### src/hdl/avr_io_consts.svh
/*
 * I/O register map of the peripheral subsystem, implemented port
 * bits and prescaler tap widths
 */
`ifndef AVR_IO_CONSTS_SVH
`define AVR_IO_CONSTS_SVH

// Port B and port D
`define AVR_PINB_ADDR   6'h03
`define AVR_DDRB_ADDR   6'h04
`define AVR_PORTB_ADDR  6'h05
`define AVR_PIND_ADDR   6'h09
`define AVR_DDRD_ADDR   6'h0A
`define AVR_PORTD_ADDR  6'h0B
`define AVR_PORTB_MASK  8'hF0
`define AVR_PORTD_MASK  8'hFF

// Timer 0
`define AVR_TIFR0_ADDR  6'h15
`define AVR_TCCR0A_ADDR 6'h24
`define AVR_TCCR0B_ADDR 6'h25
`define AVR_TCNT0_ADDR  6'h26
`define AVR_OCR0A_ADDR  6'h27

// Prescaler width, and low bits that wrap for each divider
`define AVR_PRESC_WIDTH       10
`define AVR_PRESC_DIV8_BITS   3
`define AVR_PRESC_DIV64_BITS  6
`define AVR_PRESC_DIV256_BITS 8
`define AVR_PRESC_DIV1024_BITS 10

`endif
### src/hdl/tim_pkg.sv
/*
 * Timer 0 types: control fields, counter load and status events
 */
`default_nettype none

package tim_pkg;

    // Codes 6 and 7 are treated as stopped
    typedef enum logic [2:0] {
        cs_stopped = 3'd0,
        cs_div1    = 3'd1,
        cs_div8    = 3'd2,
        cs_div64   = 3'd3,
        cs_div256  = 3'd4,
        cs_div1024 = 3'd5
    } clk_sel_t;

    typedef enum logic {
        wgm_normal = 1'b0,
        wgm_ctc    = 1'b1
    } wgm_t;

    // Action on OC0A at compare match
    typedef enum logic [1:0] {
        com_disconnect = 2'd0,
        com_toggle     = 2'd1,
        com_clear      = 2'd2,
        com_set        = 2'd3
    } com_t;

    typedef struct packed {
        clk_sel_t   cs;
        wgm_t       wgm;
        com_t       com_a;
        logic [7:0] ocra;
    } tim_ctrl_t;

    typedef struct packed {
        logic       load;
        logic [7:0] value;
    } tim_load_t;

    typedef struct packed {
        logic [7:0] tcnt;
        logic       ovf;
        logic       cmpa;
    } tim_stat_t;

endpackage

`default_nettype wire

### src/hdl/io_bus_pkg.sv
/*
 * I/O register bus request as driven by the bus master
 */
`default_nettype none

package io_bus_pkg;

    // One access on the 6-bit I/O space
    typedef struct packed {
        logic [5:0] addr;
        logic [7:0] wdata;
        logic       wr;
        logic       rd;
    } io_req_t;

endpackage

`default_nettype wire

### src/hdl/avr_io_subsys.sv
/*
 * Peripheral side of the AVR I/O bus: ports B and D and timer 0,
 * read bytes of all blocks merged by OR
 */
`timescale 1ns/1ps
`default_nettype none

`include "avr_io_consts.svh"

module avr_io_subsys (
    input  logic                clk,
    input  logic                rst,
    input  io_bus_pkg::io_req_t bus,
    output logic [7:0]          rdata,
    input  logic [7:0]          pb_in,
    output logic [7:0]          pb_out,
    output logic [7:0]          pb_oe,
    input  logic [7:0]          pd_in,
    output logic [7:0]          pd_out,
    output logic [7:0]          pd_oe,
    output logic                oc0a,
    output logic                oc0a_en
);

    logic [7:0]         pb_rdata;
    logic [7:0]         pd_rdata;
    logic [7:0]         tim_rdata;
    tim_pkg::tim_ctrl_t tim_ctrl;
    tim_pkg::tim_load_t tim_load;
    tim_pkg::tim_stat_t tim_stat;

    avr_pio #(
        .PIN_ADDR  (`AVR_PINB_ADDR),
        .DDR_ADDR  (`AVR_DDRB_ADDR),
        .PORT_ADDR (`AVR_PORTB_ADDR),
        .PIN_MASK  (`AVR_PORTB_MASK)
    ) pio_b (
        .clk(clk), .rst(rst), .bus(bus), .rdata(pb_rdata),
        .pins_in(pb_in), .port_out(pb_out), .port_oe(pb_oe)
    );

    avr_pio #(
        .PIN_ADDR  (`AVR_PIND_ADDR),
        .DDR_ADDR  (`AVR_DDRD_ADDR),
        .PORT_ADDR (`AVR_PORTD_ADDR),
        .PIN_MASK  (`AVR_PORTD_MASK)
    ) pio_d (
        .clk(clk), .rst(rst), .bus(bus), .rdata(pd_rdata),
        .pins_in(pd_in), .port_out(pd_out), .port_oe(pd_oe)
    );

    tim0_regs i_tim0_regs (
        .clk(clk), .rst(rst), .bus(bus), .rdata(tim_rdata),
        .stat(tim_stat), .ctrl(tim_ctrl), .load(tim_load)
    );

    // OC0A goes to a pin on the board while oc0a_en is high
    tim0_counter i_tim0_counter (
        .clk(clk), .rst(rst), .ctrl(tim_ctrl), .load(tim_load),
        .stat(tim_stat), .oc0a(oc0a), .oc0a_en(oc0a_en)
    );

    // Unselected blocks return zero
    assign rdata = pb_rdata | pd_rdata | tim_rdata;

endmodule

`default_nettype wire

### src/hdl/tim0_counter.sv
/*
 * Timer 0 counting core: shared prescaler, tick select, 8-bit
 * counter with CTC clear, overflow and compare events, OC0A output
 */
`timescale 1ns/1ps
`default_nettype none

`include "avr_io_consts.svh"

module tim0_counter (
    input  logic               clk,
    input  logic               rst,
    input  tim_pkg::tim_ctrl_t ctrl,
    input  tim_pkg::tim_load_t load,
    output tim_pkg::tim_stat_t stat,
    output logic               oc0a,
    output logic               oc0a_en
);

    logic [`AVR_PRESC_WIDTH-1:0] presc;
    logic                        tick;
    logic [7:0]                  tcnt;
    logic                        match;
    logic                        ovf_q;
    logic                        cmpa_q;

    // Free-running from reset, shared by all dividers
    always_ff @(posedge clk)
    begin
        if (rst)
            presc <= '0;
        else
            presc <= presc + 1'b1;
    end

    always_comb
    begin
        case (ctrl.cs)
            tim_pkg::cs_div1:    tick = 1'b1;
            tim_pkg::cs_div8:    tick = &presc[`AVR_PRESC_DIV8_BITS-1:0];
            tim_pkg::cs_div64:   tick = &presc[`AVR_PRESC_DIV64_BITS-1:0];
            tim_pkg::cs_div256:  tick = &presc[`AVR_PRESC_DIV256_BITS-1:0];
            tim_pkg::cs_div1024: tick = &presc[`AVR_PRESC_DIV1024_BITS-1:0];
            default:             tick = 1'b0;
        endcase
    end

    // A TCNT0 write suppresses the event on its own cycle
    assign match = tick && !load.load && (tcnt == ctrl.ocra);

    always_ff @(posedge clk)
    begin
        if (rst)
        begin
            tcnt   <= '0;
            ovf_q  <= 1'b0;
            cmpa_q <= 1'b0;
            oc0a   <= 1'b0;
        end
        else
        begin
            if (load.load)
                tcnt <= load.value;
            else if (tick)
                tcnt <= (ctrl.wgm == tim_pkg::wgm_ctc && tcnt == ctrl.ocra) ? 8'h00 : tcnt + 1'b1;
            ovf_q  <= tick && !load.load && ctrl.wgm == tim_pkg::wgm_normal && tcnt == 8'hFF;
            cmpa_q <= match;
            if (match)
            begin
                case (ctrl.com_a)
                    tim_pkg::com_toggle: oc0a <= ~oc0a;
                    tim_pkg::com_clear:  oc0a <= 1'b0;
                    tim_pkg::com_set:    oc0a <= 1'b1;
                    default:             oc0a <= oc0a;
                endcase
            end
        end
    end

    assign oc0a_en = (ctrl.com_a != tim_pkg::com_disconnect);
    assign stat    = '{tcnt: tcnt, ovf: ovf_q, cmpa: cmpa_q};

    // In CTC mode the count stays at or below the top value it had
    a_ctc_bound: assert property (@(posedge clk) disable iff (rst)
        (ctrl.wgm == tim_pkg::wgm_ctc && tcnt <= ctrl.ocra && !load.load)
        |=> (tcnt <= $past(ctrl.ocra)));

endmodule

`default_nettype wire

### src/hdl/tim0_regs.sv
/*
 * Timer 0 register file: TCCR0A, TCCR0B, OCR0A and TIFR0,
 * TCNT0 load strobe and the registered read mux
 */
`timescale 1ns/1ps
`default_nettype none

`include "avr_io_consts.svh"

module tim0_regs (
    input  logic                  clk,
    input  logic                  rst,
    input  io_bus_pkg::io_req_t   bus,
    output logic [7:0]            rdata,
    input  tim_pkg::tim_stat_t    stat,
    output tim_pkg::tim_ctrl_t    ctrl,
    output tim_pkg::tim_load_t    load
);

    logic [1:0] com0a_q;
    logic       ctc_q;
    logic [2:0] cs_q;
    logic [7:0] ocr0a_q;
    // TOV0 in bit 0, OCF0A in bit 1
    logic [1:0] tifr0_q;
    logic [1:0] flag_clr;

    assign flag_clr = (bus.wr && bus.addr == `AVR_TIFR0_ADDR) ? bus.wdata[1:0] : 2'b00;

    always_ff @(posedge clk)
    begin
        if (rst)
        begin
            com0a_q <= '0;
            ctc_q   <= 1'b0;
            cs_q    <= '0;
            ocr0a_q <= '0;
            tifr0_q <= '0;
        end
        else
        begin
            if (bus.wr && bus.addr == `AVR_TCCR0A_ADDR)
            begin
                com0a_q <= bus.wdata[7:6];
                ctc_q   <= bus.wdata[1];
            end
            if (bus.wr && bus.addr == `AVR_TCCR0B_ADDR)
                cs_q <= bus.wdata[2:0];
            if (bus.wr && bus.addr == `AVR_OCR0A_ADDR)
                ocr0a_q <= bus.wdata;
            // A new event wins over a clear in the same cycle
            tifr0_q <= (tifr0_q & ~flag_clr) | {stat.cmpa, stat.ovf};
        end
    end

    always_ff @(posedge clk)
    begin
        if (rst || !bus.rd)
            rdata <= '0;
        else
        begin
            case (bus.addr)
                `AVR_TIFR0_ADDR:  rdata <= {6'b0, tifr0_q};
                `AVR_TCCR0A_ADDR: rdata <= {com0a_q, 4'b0, ctc_q, 1'b0};
                `AVR_TCCR0B_ADDR: rdata <= {5'b0, cs_q};
                `AVR_TCNT0_ADDR:  rdata <= stat.tcnt;
                `AVR_OCR0A_ADDR:  rdata <= ocr0a_q;
                default:          rdata <= '0;
            endcase
        end
    end

    assign ctrl.cs    = tim_pkg::clk_sel_t'(cs_q);
    assign ctrl.wgm   = tim_pkg::wgm_t'(ctc_q);
    assign ctrl.com_a = tim_pkg::com_t'(com0a_q);
    assign ctrl.ocra  = ocr0a_q;

    // Counter load strobe, same edge as the TCNT0 write
    assign load.load  = bus.wr && (bus.addr == `AVR_TCNT0_ADDR);
    assign load.value = bus.wdata;

    a_load_pulse: assert property (@(posedge clk) disable iff (rst) load.load |=> !load.load);

endmodule

`default_nettype wire

### src/hdl/avr_pio.sv
/*
 * General-purpose I/O port with PORT, DDR and PIN registers.
 * Writing ones to PIN toggles the matching PORT bits.
 */
`timescale 1ns/1ps
`default_nettype none

module avr_pio #(
    parameter logic [5:0] PIN_ADDR  = 6'h03,
    parameter logic [5:0] DDR_ADDR  = 6'h04,
    parameter logic [5:0] PORT_ADDR = 6'h05,
    parameter logic [7:0] PIN_MASK  = 8'hFF
) (
    input  logic                clk,
    input  logic                rst,
    input  io_bus_pkg::io_req_t bus,
    output logic [7:0]          rdata,
    input  logic [7:0]          pins_in,
    output logic [7:0]          port_out,
    output logic [7:0]          port_oe
);

    logic [7:0] port_q;
    logic [7:0] ddr_q;
    logic [7:0] pin_meta;
    logic [7:0] pin_sync;

    // Two-flop synchronizer on the pad inputs
    always_ff @(posedge clk)
    begin
        pin_meta <= pins_in;
        pin_sync <= pin_meta;
    end

    always_ff @(posedge clk)
    begin
        if (rst)
        begin
            port_q <= '0;
            ddr_q  <= '0;
        end
        else if (bus.wr)
        begin
            if (bus.addr == PORT_ADDR)
                port_q <= bus.wdata & PIN_MASK;
            else if (bus.addr == PIN_ADDR)
                port_q <= port_q ^ (bus.wdata & PIN_MASK);
            if (bus.addr == DDR_ADDR)
                ddr_q <= bus.wdata & PIN_MASK;
        end
    end

    // Read byte is zero unless this port was addressed
    always_ff @(posedge clk)
    begin
        if (rst || !bus.rd)
            rdata <= '0;
        else if (bus.addr == PIN_ADDR)
            rdata <= pin_sync & PIN_MASK;
        else if (bus.addr == DDR_ADDR)
            rdata <= ddr_q;
        else if (bus.addr == PORT_ADDR)
            rdata <= port_q;
        else
            rdata <= '0;
    end

    assign port_out = port_q;
    assign port_oe  = ddr_q;

    // Bus master never issues a read and a write together
    a_no_rd_wr: assert property (@(posedge clk) disable iff (rst) !(bus.wr && bus.rd));

endmodule

`default_nettype wire

### config.mk
export PLATFORM = sky130hd
export DESIGN_NAME = avr_io_subsys
export DESIGN_NICKNAME = d
export VERILOG_FILES = /design/src/hdl/tim_pkg.sv /design/src/hdl/io_bus_pkg.sv /design/src/hdl/avr_io_subsys.sv /design/src/hdl/tim0_counter.sv /design/src/hdl/tim0_regs.sv /design/src/hdl/avr_pio.sv
export VERILOG_INCLUDE_DIRS = /design/src /design/src/hdl
export SDC_FILE = /design/constraint.sdc
export NUM_CORES = 1
export LEC_CHECK = 0
export BUFFER_PORTS_ARGS = -buffer_cell sky130_fd_sc_hd__buf_2
export CORE_ASPECT_RATIO = 1.4
export CORE_MARGIN = 2
export CORE_UTILIZATION = 35
export DETAILED_ROUTE_END_ITERATION = 10
export GPL_ROUTABILITY_DRIVEN = 1
export GPL_TIMING_DRIVEN = 0
export PLACE_DENSITY = 0.59
export SYNTH_ARGS = -nofsm -noshare
export SYNTH_HDL_FRONTEND = slang
export SYNTH_HIERARCHICAL = 1
export SYNTH_SLANG_ARGS = --single-unit
### constraint.sdc
create_clock -name clk -period 3.65 [get_ports clk]
set_input_delay 0.365 -clock clk [delete_from_list [all_inputs] [get_ports clk]]
set_output_delay 0.365 -clock clk [all_outputs]
set_load 0.005 [all_outputs]
==> summary.txt, run 1 <==
Run status
  • Outcome: completed

Timing
  • Final Skew: 0.00615 ns
  • Shortest period the worst path allows: 2.37 ns
  • Worst-Margin Slew: 0.806 ns
  • RSZ-0062 raised after global routing: false
  • Max Slew Vio Count: 0
  • Final worst slack: 1.28 ns
  • Tcrit/Tclk final: 0.649
  • FMAX: 422 MHz
  • Relative slew slack: 0.456
  • Hold violation count in the final report: 0
  • TNS Setup: 0 ns
  • Final setup violation count: 0

Critical path
  • Max stage delay cell, worst path: a21oi_1
  • Crit-path max FO: 10
  • Critical path's largest stage delay: 0.34 ns
  • Crit. End Element: flop
  • Crit-path cells: ha_1 -> ha_1 -> nor4bb_1 -> a21oi_1 -> and3_1 -> buf_6 -> clkbuf_1 -> a31oi_1 -> a31oi_1
  • Crit path DAT: 2.64 ns
  • CP Class: reg2reg
  • Worst EP required: 3.92 ns
  • Crit path max-delay family: compound AO/OA/AOI/OAI gates
  • Worst setup SP type: flop
  • WP buf/inv: 2

Final layout
  • Nets: 683
  • Synthesis-to-layout area growth: 17.4%
  • Most common cell after layout, fill and taps aside: dfxtp_1
  • Antenna diodes: 0
  • Share of cells above drive strength 1: 0.190
  • Commonest cells after routing, fill and taps aside: dfxtp_1, buf_2, nand3_1

Synth
  • Ys async rst share: 0
  • Synth Instances: 564
  • Synthesized flop and latch total: 106
  • Synthesized area: 5030 um2
  • Post-synth cell types: 59
  • Number of synthesized flops with an enable pin: 0
  • Top_reg_cell synth: dfxtp_1
  • Yosys warnings: 6
  • Post-synthesis area per instance: 8.92 um2
  • Register area share after synthesis: 0.422

Power
  • PD cells: 404 nW/um2
  • LEAKAGE: 2.42 nW
  • Peak VDD IR: 242 uV

Clock network
  • Gates resized, CTS repair: 0
  • CTS tree: done
  • Clk sink count: 106
  • CTS clk-pin slew, worst paths: 0.07 ns
  • Clock Latency Late Sink: 0.35 ns
  • H-tree lvl count: 3
  • CTS Hold Buffers Added: 0
  • Clock buffer depth: 2
  • Setup Buffers After CTS: 0
  • Num CTS Buffers: 9
  • Root buffer cell: clkbuf_16

Placement
  • HPWL after DPL: 10300 um
  • Port bufs: 63
  • Pre-CTS setup slack: 1.16 ns
  • GPL Wtd Cong: 0.869

Route
  • Residual DRC: 0
  • Wire length per cell: 17.0 um
  • Drt pass-1 iters: 5
  • Routed WL: 14200 um
  • Vias per cell: 5.33
  • Via Count: 4452
  • Final ANT Viol Nets: 0
  • Iter 0 DRT Violations: 291

Hold path
  • Hold WC Path Type: in2reg

Floorplan
  • Core ar.: 14000 um2
  • Initial Util: 0.360
  • Top Ports: 76
  • Chip width: 105 um
  • Die ar.: 15400 um2
  • Die Y: 146 um
  • # rows: 51

GRT
  • First-pass GRT wire length: 22700 um
  • Initial antenna violation count: 0
  • Total GRT Usage: 0.185
  • Grt ovf: 0
  • Vias in the first global route: 4492
  • Largest net degree at the start of global routing: 19

Job
  • Max-Cap Viols: 0
-- Yosys cell counts (all sizes together) (3+ instances only) --
cell type	instances	area [um2]
buf	35	261
nor4b	3	56.3
nand3	51	260
a31oi	13	81.3
nor3b	15	113
nor2	37	139
dfxtp	106	2120
o21ai	19	95.1
nor2b	4	25.0
inv	12	45.0
o211a	4	40.0
nor4	12	75.1
or3	10	62.6
a21oi	33	165
and3	8	50.1
mux2i	21	210
clkbuf	22	82.6
nand4b	4	35.0
and3b	5	43.8
nor3	12	60.1
o311ai	11	96.3
nand2b	22	138
and2	8	50.1
nand4	18	113
nand2	25	93.8
ha	3	37.5
mux2	5	56.3
xor2	13	114
nand3b	5	37.5
-- sequential cells by signal, summed over array words and instances (netlist names) --
signal and cells:
pio_d/port_out 8, i_tim0_regs/tifr0_q 2, i_tim0_regs/cs_q 3, i_tim0_counter/oc0a 1
i_tim0_regs/ocr0a_q 8, pio_b/pin_meta 4, pio_b/port_out 4, i_tim0_counter/ovf_q 1
i_tim0_counter/cmpa_q 1, i_tim0_regs/rdata 8, i_tim0_counter/presc 10, pio_d/rdata 8
pio_d/port_oe 8, i_tim0_counter/tcnt 8, pio_d/pin_meta 8, pio_b/rdata 5
i_tim0_regs/com0a_q 2, pio_b/pin_sync 4, pio_b/port_oe 4, i_tim0_regs/ctc_q 1
pio_d/pin_sync 8
-- layout make-up --
| class | count | area, um2 |
|---|---|---|
| timing repair buffer | 63 | 315 |
| clock buffer | 11 | 253 |
| buffer | 57 | 344 |
| sequential | 106 | 2120 |
| clock inverter | 5 | 45.0 |
| fill | 1384 | 8070 |
| tap | 185 | 231 |
| inverter | 12 | 45.0 |
| multi-input combinational | 397 | 2550 |
-- path summary, 6_finish.rpt --
check,start,endpoint,slack [ns],depth (start not counted)
worst max-delay path,i_tim0_counter/presc[0],i_tim0_counter/tcnt[3],1.28,9
worst min-delay path,pb_in[4],pio_b/pin_meta[4],0.11,1
worst max register to register,i_tim0_counter/presc[0],i_tim0_counter/tcnt[3],1.28,9
worst min register to register,pio_b/pin_meta[7],pio_b/pin_sync[7],0.32,0
-- cell families (layout without fill, tap and decap cells) --
| kind of cell | Yosys count | after routing | share of synthesized area |
|---|---|---|---|
| xor+xnor | 14 | 14 | 0.0244 |
| compound gates | 92 | 92 | 0.117 |
| mux | 27 | 27 | 0.0574 |
| flops | 106 | 106 | 0.422 |
| simple gates | 252 | 252 | 0.293 |
| buf+inv | 69 | 148 | 0.0773 |
| other cells | 1 | 9 | 0.000745 |
| fa+ha+maj | 3 | 3 | 0.00746 |
-- power breakdown --
group	total, mW	internal (mW)	switching [mW]
clock network	0.957	0.511	0.446
registers	1.21	1.18	0.0234
logic	0.223	0.0880	0.135
-- metal layers --
layer  track usage  wire length, um  vias up
met1         0.207             5650     2117
met5             0                0        -
met2         0.338             7550      125
li1              -                -     2180
met3        0.0345              569       30
met4        0.0773              410        0
-- metrics by stage --
step / hold WS (ns) / power (mW) / util / instances / instance area (um2)
after floorplan: 0.310 / 1.36 / - / 572 / 5060
after global placement: 0.310 / 1.45 / 0.401 / 820 / 5610
after detailed placement: 0.312 / 1.46 / 0.401 / 820 / 5610
after CTS: 0.0926 / 2.42 / 0.423 / 836 / 5910
after global routing: 0.0946 / 2.49 / 0.423 / 836 / 5910
final: 0.112 / 2.39 / 0.423 / 836 / 5910
(Power assumes the default switching activity.)
==> run 2: changes to the inputs <==
PLACE_DENSITY = 0.61   (was 0.59)
clock period = 2.1 ns   (was 3.65 ns; I/O delays follow)
==> run 2 against run 1 <==
  * Sequential power increased by 74%
  * Count of clock-buffer cells in the layout fell by 2
  * Routed wire length grew 2.6%
  * Clock power up 70%
  * Global-route usage is 0.50 points higher
  * Critical endpoint is now i_tim0_counter/oc0a
  * Largest cell class unchanged
  * Largest power group unchanged
==> summary.txt, run 2 (synthesis gave the netlist of run 1 again) <==
Run status
  • Outcome: completed

Route
  • Vias per cell: 5.37
  • Final ANT Viol Nets: 0
  • Iter 0 DRT Violations: 318
  • Routed WL: 14600 um
  • Residual DRC: 0
  • Drt pass-1 iters: 4
  • Wire length per cell: 17.1 um
  • Via Count: 4566

GRT
  • Grt ovf: 0
  • Initial antenna violation count: 0
  • Total GRT Usage: 0.190
  • Vias in the first global route: 4469
  • Largest net degree at the start of global routing: 20
  • First-pass GRT wire length: 23200 um

Final layout
  • Most flops, register: i_tim0_counter/presc
  • Non-filler cells, final: 850
  • Most common cell after layout, fill and taps aside: dfxtp_1
  • Max reg flops: 10
  • Nets: 697
  • Core Util, Final: 0.436
  • Antenna diodes: 0
  • Finished Cell Area: 6090 um2
  • Commonest cells after routing, fill and taps aside: dfxtp_1, buf_2, nand3_1
  • Share of cells above drive strength 1: 0.209
  • Synthesis-to-layout area growth: 21.1%

Clock network
  • Num CTS Buffers: 9
  • Clk sink count: 106
  • Clock Latency Late Sink: 0.35 ns
  • H-tree lvl count: 3
  • Root buffer cell: clkbuf_16
  • CTS tree: done
  • Clock buffer depth: 2
  • CTS clk-pin slew, worst paths: 0.07 ns

Timing
  • Tcrit/Tclk final: 0.959
  • Final Skew: 0.0119 ns
  • Relative slew slack: 0.587
  • Shortest period the worst path allows: 2.01 ns
  • Final worst slack: 0.0854 ns
  • RSZ-0062 raised after global routing: false
  • Max Slew Vio Count: 0
  • Hold violation count in the final report: 0
  • FMAX: 496 MHz
  • Final setup violation count: 0
  • Worst-Margin Slew: 0.611 ns

Placement
  • Pre-CTS setup slack: -0.262 ns
  • Port bufs: 63
  • GPL Wtd Cong: 0.858
  • Placed cells: 820
  • HPWL after DPL: 10300 um
  • Placed inst area: 5610 um2

Power
  • PD cells: 682 nW/um2
  • PnR Total Power: 4.15 mW
  • Peak VDD IR: 465 uV
  • LEAKAGE: 2.49 nW

Floorplan
  • Top Ports: 76
  • Core ar.: 14000 um2
  • Die Y: 146 um
  • Initial Util: 0.360
  • Chip width: 105 um
  • # rows: 51
  • Die ar.: 15400 um2

Critical path
  • Crit path from: i_tim0_counter/presc[0]
  • Worst EP required: 2.38 ns
  • CP Class: reg2reg
  • Reg-to-Reg Start: i_tim0_counter/presc[0]
  • Crit-path max FO: 7
  • Worst Setup EP: i_tim0_counter/oc0a
  • R2r worst-path depth: 6
  • Crit path DAT: 2.29 ns
  • Crit. End Element: flop
  • Internal reg-to-reg setup slack: 0.09 ns
  • Worst flop-to-flop path endpoint: i_tim0_counter/oc0a
  • Worst setup SP type: flop

Hold path
  • Worst hold stages: 3
  • Hold WC Path Type: in2reg

Job
  • Max-Cap Viols: 0
[run 2: worst min-delay path by stage]
| stage | from | endpoint | slack, ns |
|---|---|---|---|
| after detailed placement | pio_d/pin_meta[3] | pio_d/pin_sync[3] | 0.31 |
| after global placement | pio_b/pin_meta[6] | pio_b/pin_sync[6] | 0.31 |
| final | bus[5] | pio_d/port_oe[3] | 0.18 |
| after CTS | bus[5] | pio_d/port_oe[3] | 0.16 |
| after global routing | bus[5] | pio_d/port_oe[3] | 0.18 |
| after floorplan | pb_in[4] | pio_b/pin_meta[4] | 0.24 |
[run 2: timing repair]
action,4_1_cts,5_1_grt
resized for setup,6,9
pin swaps,2,4
endpoints found under the hold margin,12,0
endpoints found under the setup margin,10,10
cloned,0,0
hold buffers,12,0
buffers inserted,2,2
[run 2: area by class of cell]
cell class / count / area [um2]
plain buffers: 55 / 330
clock buffers: 9 / 225
clock inverters: 7 / 58.8
fillers: 1400 / 7880
inverters: 12 / 45.0
multi-input cells: 397 / 2610
flip-flops and latches: 106 / 2130
well taps: 185 / 231
repair buffers: 79 / 465
[run 2: routing by layer]
metal,up-vias,track usage,share of wire
met2,150,0.352,0.53
met1,2184,0.217,0.41
li1,2214,-,-
met4,0,0.0693,0.018
met3,18,0.0287,0.037
met5,-,0,0
[run 2: worst max-delay path: stages, from the launching register on]
cell	delay (ns)
dfxtp_4	0.37
ha_4	0.14
nand4_1	0.14
a2111o_1	0.40
and3_4	0.22
or4_4	0.50
a31oi_1	0.17
[run 2: where the power goes]
part	total (mW)	switching [mW]	internal, mW
clock	1.63	0.808	0.826
combinational	0.412	0.240	0.172
sequential	2.11	0.0474	2.06
total	4.15	1.10	3.06
[run 2: per-stage QoR]
stage / hold WS [ns] / TNS, ns
final: 0.176 / 0
after global routing: 0.175 / 0
after CTS: 0.164 / 0
after detailed placement: 0.313 / -1.79
after global placement: 0.311 / -1.52
after floorplan: 0.238 / 0
==> run 3: changes to the inputs <==
==> constraint.sdc (replaced) <==
create_clock -name clk -period 2.1 [get_ports clk]
set_input_delay 0.63 -clock clk [delete_from_list [all_inputs] [get_ports clk]]
set_output_delay 0.63 -clock clk [all_outputs]
set_load 0.005 [all_outputs]
==> run 3 against run 2 <==
  * Clock skew decreased by 0.0015 ns
  * Critical path type is now in2reg
  * Largest cell class unchanged
  * Sequential share of layout area grew 0.52 points
  * Largest power group unchanged
  * Final cell count down 1.4%
  * Critical path depth is 2 lower
  * Utilization is 0.64 points lower
  * Critical endpoint is now pio_d/rdata[4]
==> summary.txt, run 3 (synthesis gave the netlist of run 1 again) <==
GRT
  • Total GRT Usage: 0.189
  • Grt ovf: 0
  • Vias in the first global route: 4415
  • Initial antenna violation count: 0
  • Largest net degree at the start of global routing: 20
  • First-pass GRT wire length: 23000 um

Run status
  • Outcome: completed

Timing
  • Hold violation count in the final report: 0
  • Relative slew slack: 0.572
  • Tcrit/Tclk final: 0.991
  • Final setup violation count: 0
  • Final worst slack: 0.0198 ns
  • Max Slew Vio Count: 0
  • Shortest period the worst path allows: 2.08 ns
  • WHS: 0.329 ns
  • RSZ-0062 raised after global routing: false
  • Worst-Margin Slew: 0.639 ns
  • FMAX: 481 MHz
  • TNS Setup: 0 ns
  • Final Skew: 0.0104 ns

Clock network
  • H-tree lvl count: 3
  • CTS tree: done
  • Num CTS Buffers: 9
  • Clk sink count: 106
  • CTS clk-pin slew, worst paths: 0.08 ns
  • Root buffer cell: clkbuf_16
  • Clock Latency Late Sink: 0.35 ns
  • Clock buffer depth: 2

Final layout
  • Core Util, Final: 0.429
  • Finished Cell Area: 6000 um2
  • Synthesis-to-layout area growth: 19.3%
  • Most common cell after layout, fill and taps aside: dfxtp_1
  • Most flops, register: i_tim0_counter/presc
  • Commonest cells after routing, fill and taps aside: dfxtp_1, buf_2, nand3_1
  • Non-filler cells, final: 838
  • Nets: 685
  • Share of cells above drive strength 1: 0.221
  • Max reg flops: 10
  • FF/Latch Area: 2130 um2
  • Area of the multi-input gates: 2630 um2
  • Antenna diodes: 0
  • Fillers: 1405

Critical path
  • Max stage delay cell, worst path: nor4b_4
  • Critical path's largest stage delay: 0.64 ns
  • Crit-path max FO: 10
  • Internal reg-to-reg setup slack: 0.08 ns
  • Reg-to-Reg Start: i_tim0_counter/presc[0]
  • Worst path depth: 4
  • Crit. End Element: flop
  • Crit-path cells: buf_2 -> nor4b_4 -> nand3_2 -> nor4_1
  • Worst setup SP type: input pin
  • Worst flop-to-flop path endpoint: i_tim0_counter/oc0a
  • R2r worst-path depth: 6
  • Crit path DAT: 2.29 ns
  • WP buf/inv: 1
  • CP Class: in2reg
  • Crit path max-delay family: simple AND/OR/NAND/NOR gates
  • Worst EP required: 2.31 ns

Placement
  • Placed cells: 820
  • Port bufs: 63
  • GPL Wtd Cong: 0.858
  • Placed inst area: 5610 um2
  • HPWL after DPL: 10300 um
  • Pre-CTS setup slack: -0.566 ns

Route
  • Residual DRC: 0
  • Wire length per cell: 17.2 um
  • Drt pass-1 iters: 5
  • Iter 0 DRT Violations: 248
  • Via Count: 4571
  • Routed WL: 14400 um
  • Final ANT Viol Nets: 0
  • Vias per cell: 5.45

Power
  • Gate power share: 0.095
  • Cell-internal power: 3.04 mW
  • Sequential power share: 0.508
  • PnR Total Power: 4.15 mW
  • PD cells: 691 nW/um2
  • Switching pwr: 1.10 mW
  • Peak VDD IR: 469 uV
  • Net Sw Frac: 0.266
  • LEAKAGE: 2.45 nW
  • Clock share of power: 0.397

Floorplan
  • Die ar.: 15400 um2
  • Die Y: 146 um
  • Core ar.: 14000 um2
  • Top Ports: 76
  • Chip width: 105 um
  • # rows: 51
  • Initial Util: 0.360

Hold path
  • Hold WC Path Type: reg2reg
  • HP Start: pio_d/pin_meta[3]
  • Worst hold stages: 0
  • Worst min-delay path endpoint: pio_d/pin_sync[3]

Job
  • Max-Cap Viols: 0
run 3: changes by cell type in the layout (fill, tap and decap cells not counted):
cell	delta
nand4bb_4	+1
clkbuf_4	+2
dlygate4sd3_1	-12
clkbuf_1	-3
buf_2	-1
nand4bb_1	-1
nand3_1	-1
clkbuf_2	+2
nand3_2	+1
run 3: worst max-delay path by stage:
stage,start,to,slack [ns]
after floorplan,i_tim0_counter/presc[0],i_tim0_counter/oc0a,0.04
after global placement,bus[12],i_tim0_counter/tcnt[3],-0.55
after detailed placement,bus[14],i_tim0_counter/tcnt[3],-0.57
after CTS,i_tim0_counter/presc[1],i_tim0_counter/oc0a,0.01
after global routing,i_tim0_counter/presc[0],i_tim0_counter/oc0a,0.002
final,bus[15],pio_d/rdata[4],0.02
run 3: layer usage:
metal | vias to the layer above | GRT usage | routed length (um)
met5 | - | 0 | 0
met4 | 0 | 0.0707 | 256
met3 | 18 | 0.0291 | 670
met2 | 162 | 0.349 | 7710
met1 | 2197 | 0.216 | 5800
li1 | 2194 | - | -
run 3: power groups by stage:
stage	Sequential [mW]	Combinational [mW]	Clock [mW]
floorplan	2.13	0.239	0
finish	2.11	0.395	1.65
global route	2.11	0.435	1.75
detailed placement	2.14	0.384	0
CTS	2.10	0.380	1.67
global placement	2.14	0.375	0
run 3: cell type report:
cell class	count	area share
Timing Repair Buffer	67	0.0580
Multi-Input combinational cell	397	0.438
Clock buffer	9	0.0375
Clock inverter	7	0.00980
Buffer	55	0.0561
Sequential cell	106	0.355
Tap cell	185	0.0386
Inverter	12	0.00750
run 3: worst register-to-register path, stage by stage, from the launching register on:
cell and delay, ns:
dfxtp_4 0.37, ha_4 0.14, nand4_1 0.14, a2111o_1 0.40, and3_4 0.22, or4_4 0.51, a31oi_1 0.17
run 3: what timing repair did:
item | in CTS | in global routing
resized for setup | 10 | 14
hold buffers | 0 | 0
setup endpoints to repair | 12 | 14
setup buffers | 2 | 2
pin swaps | 2 | 4
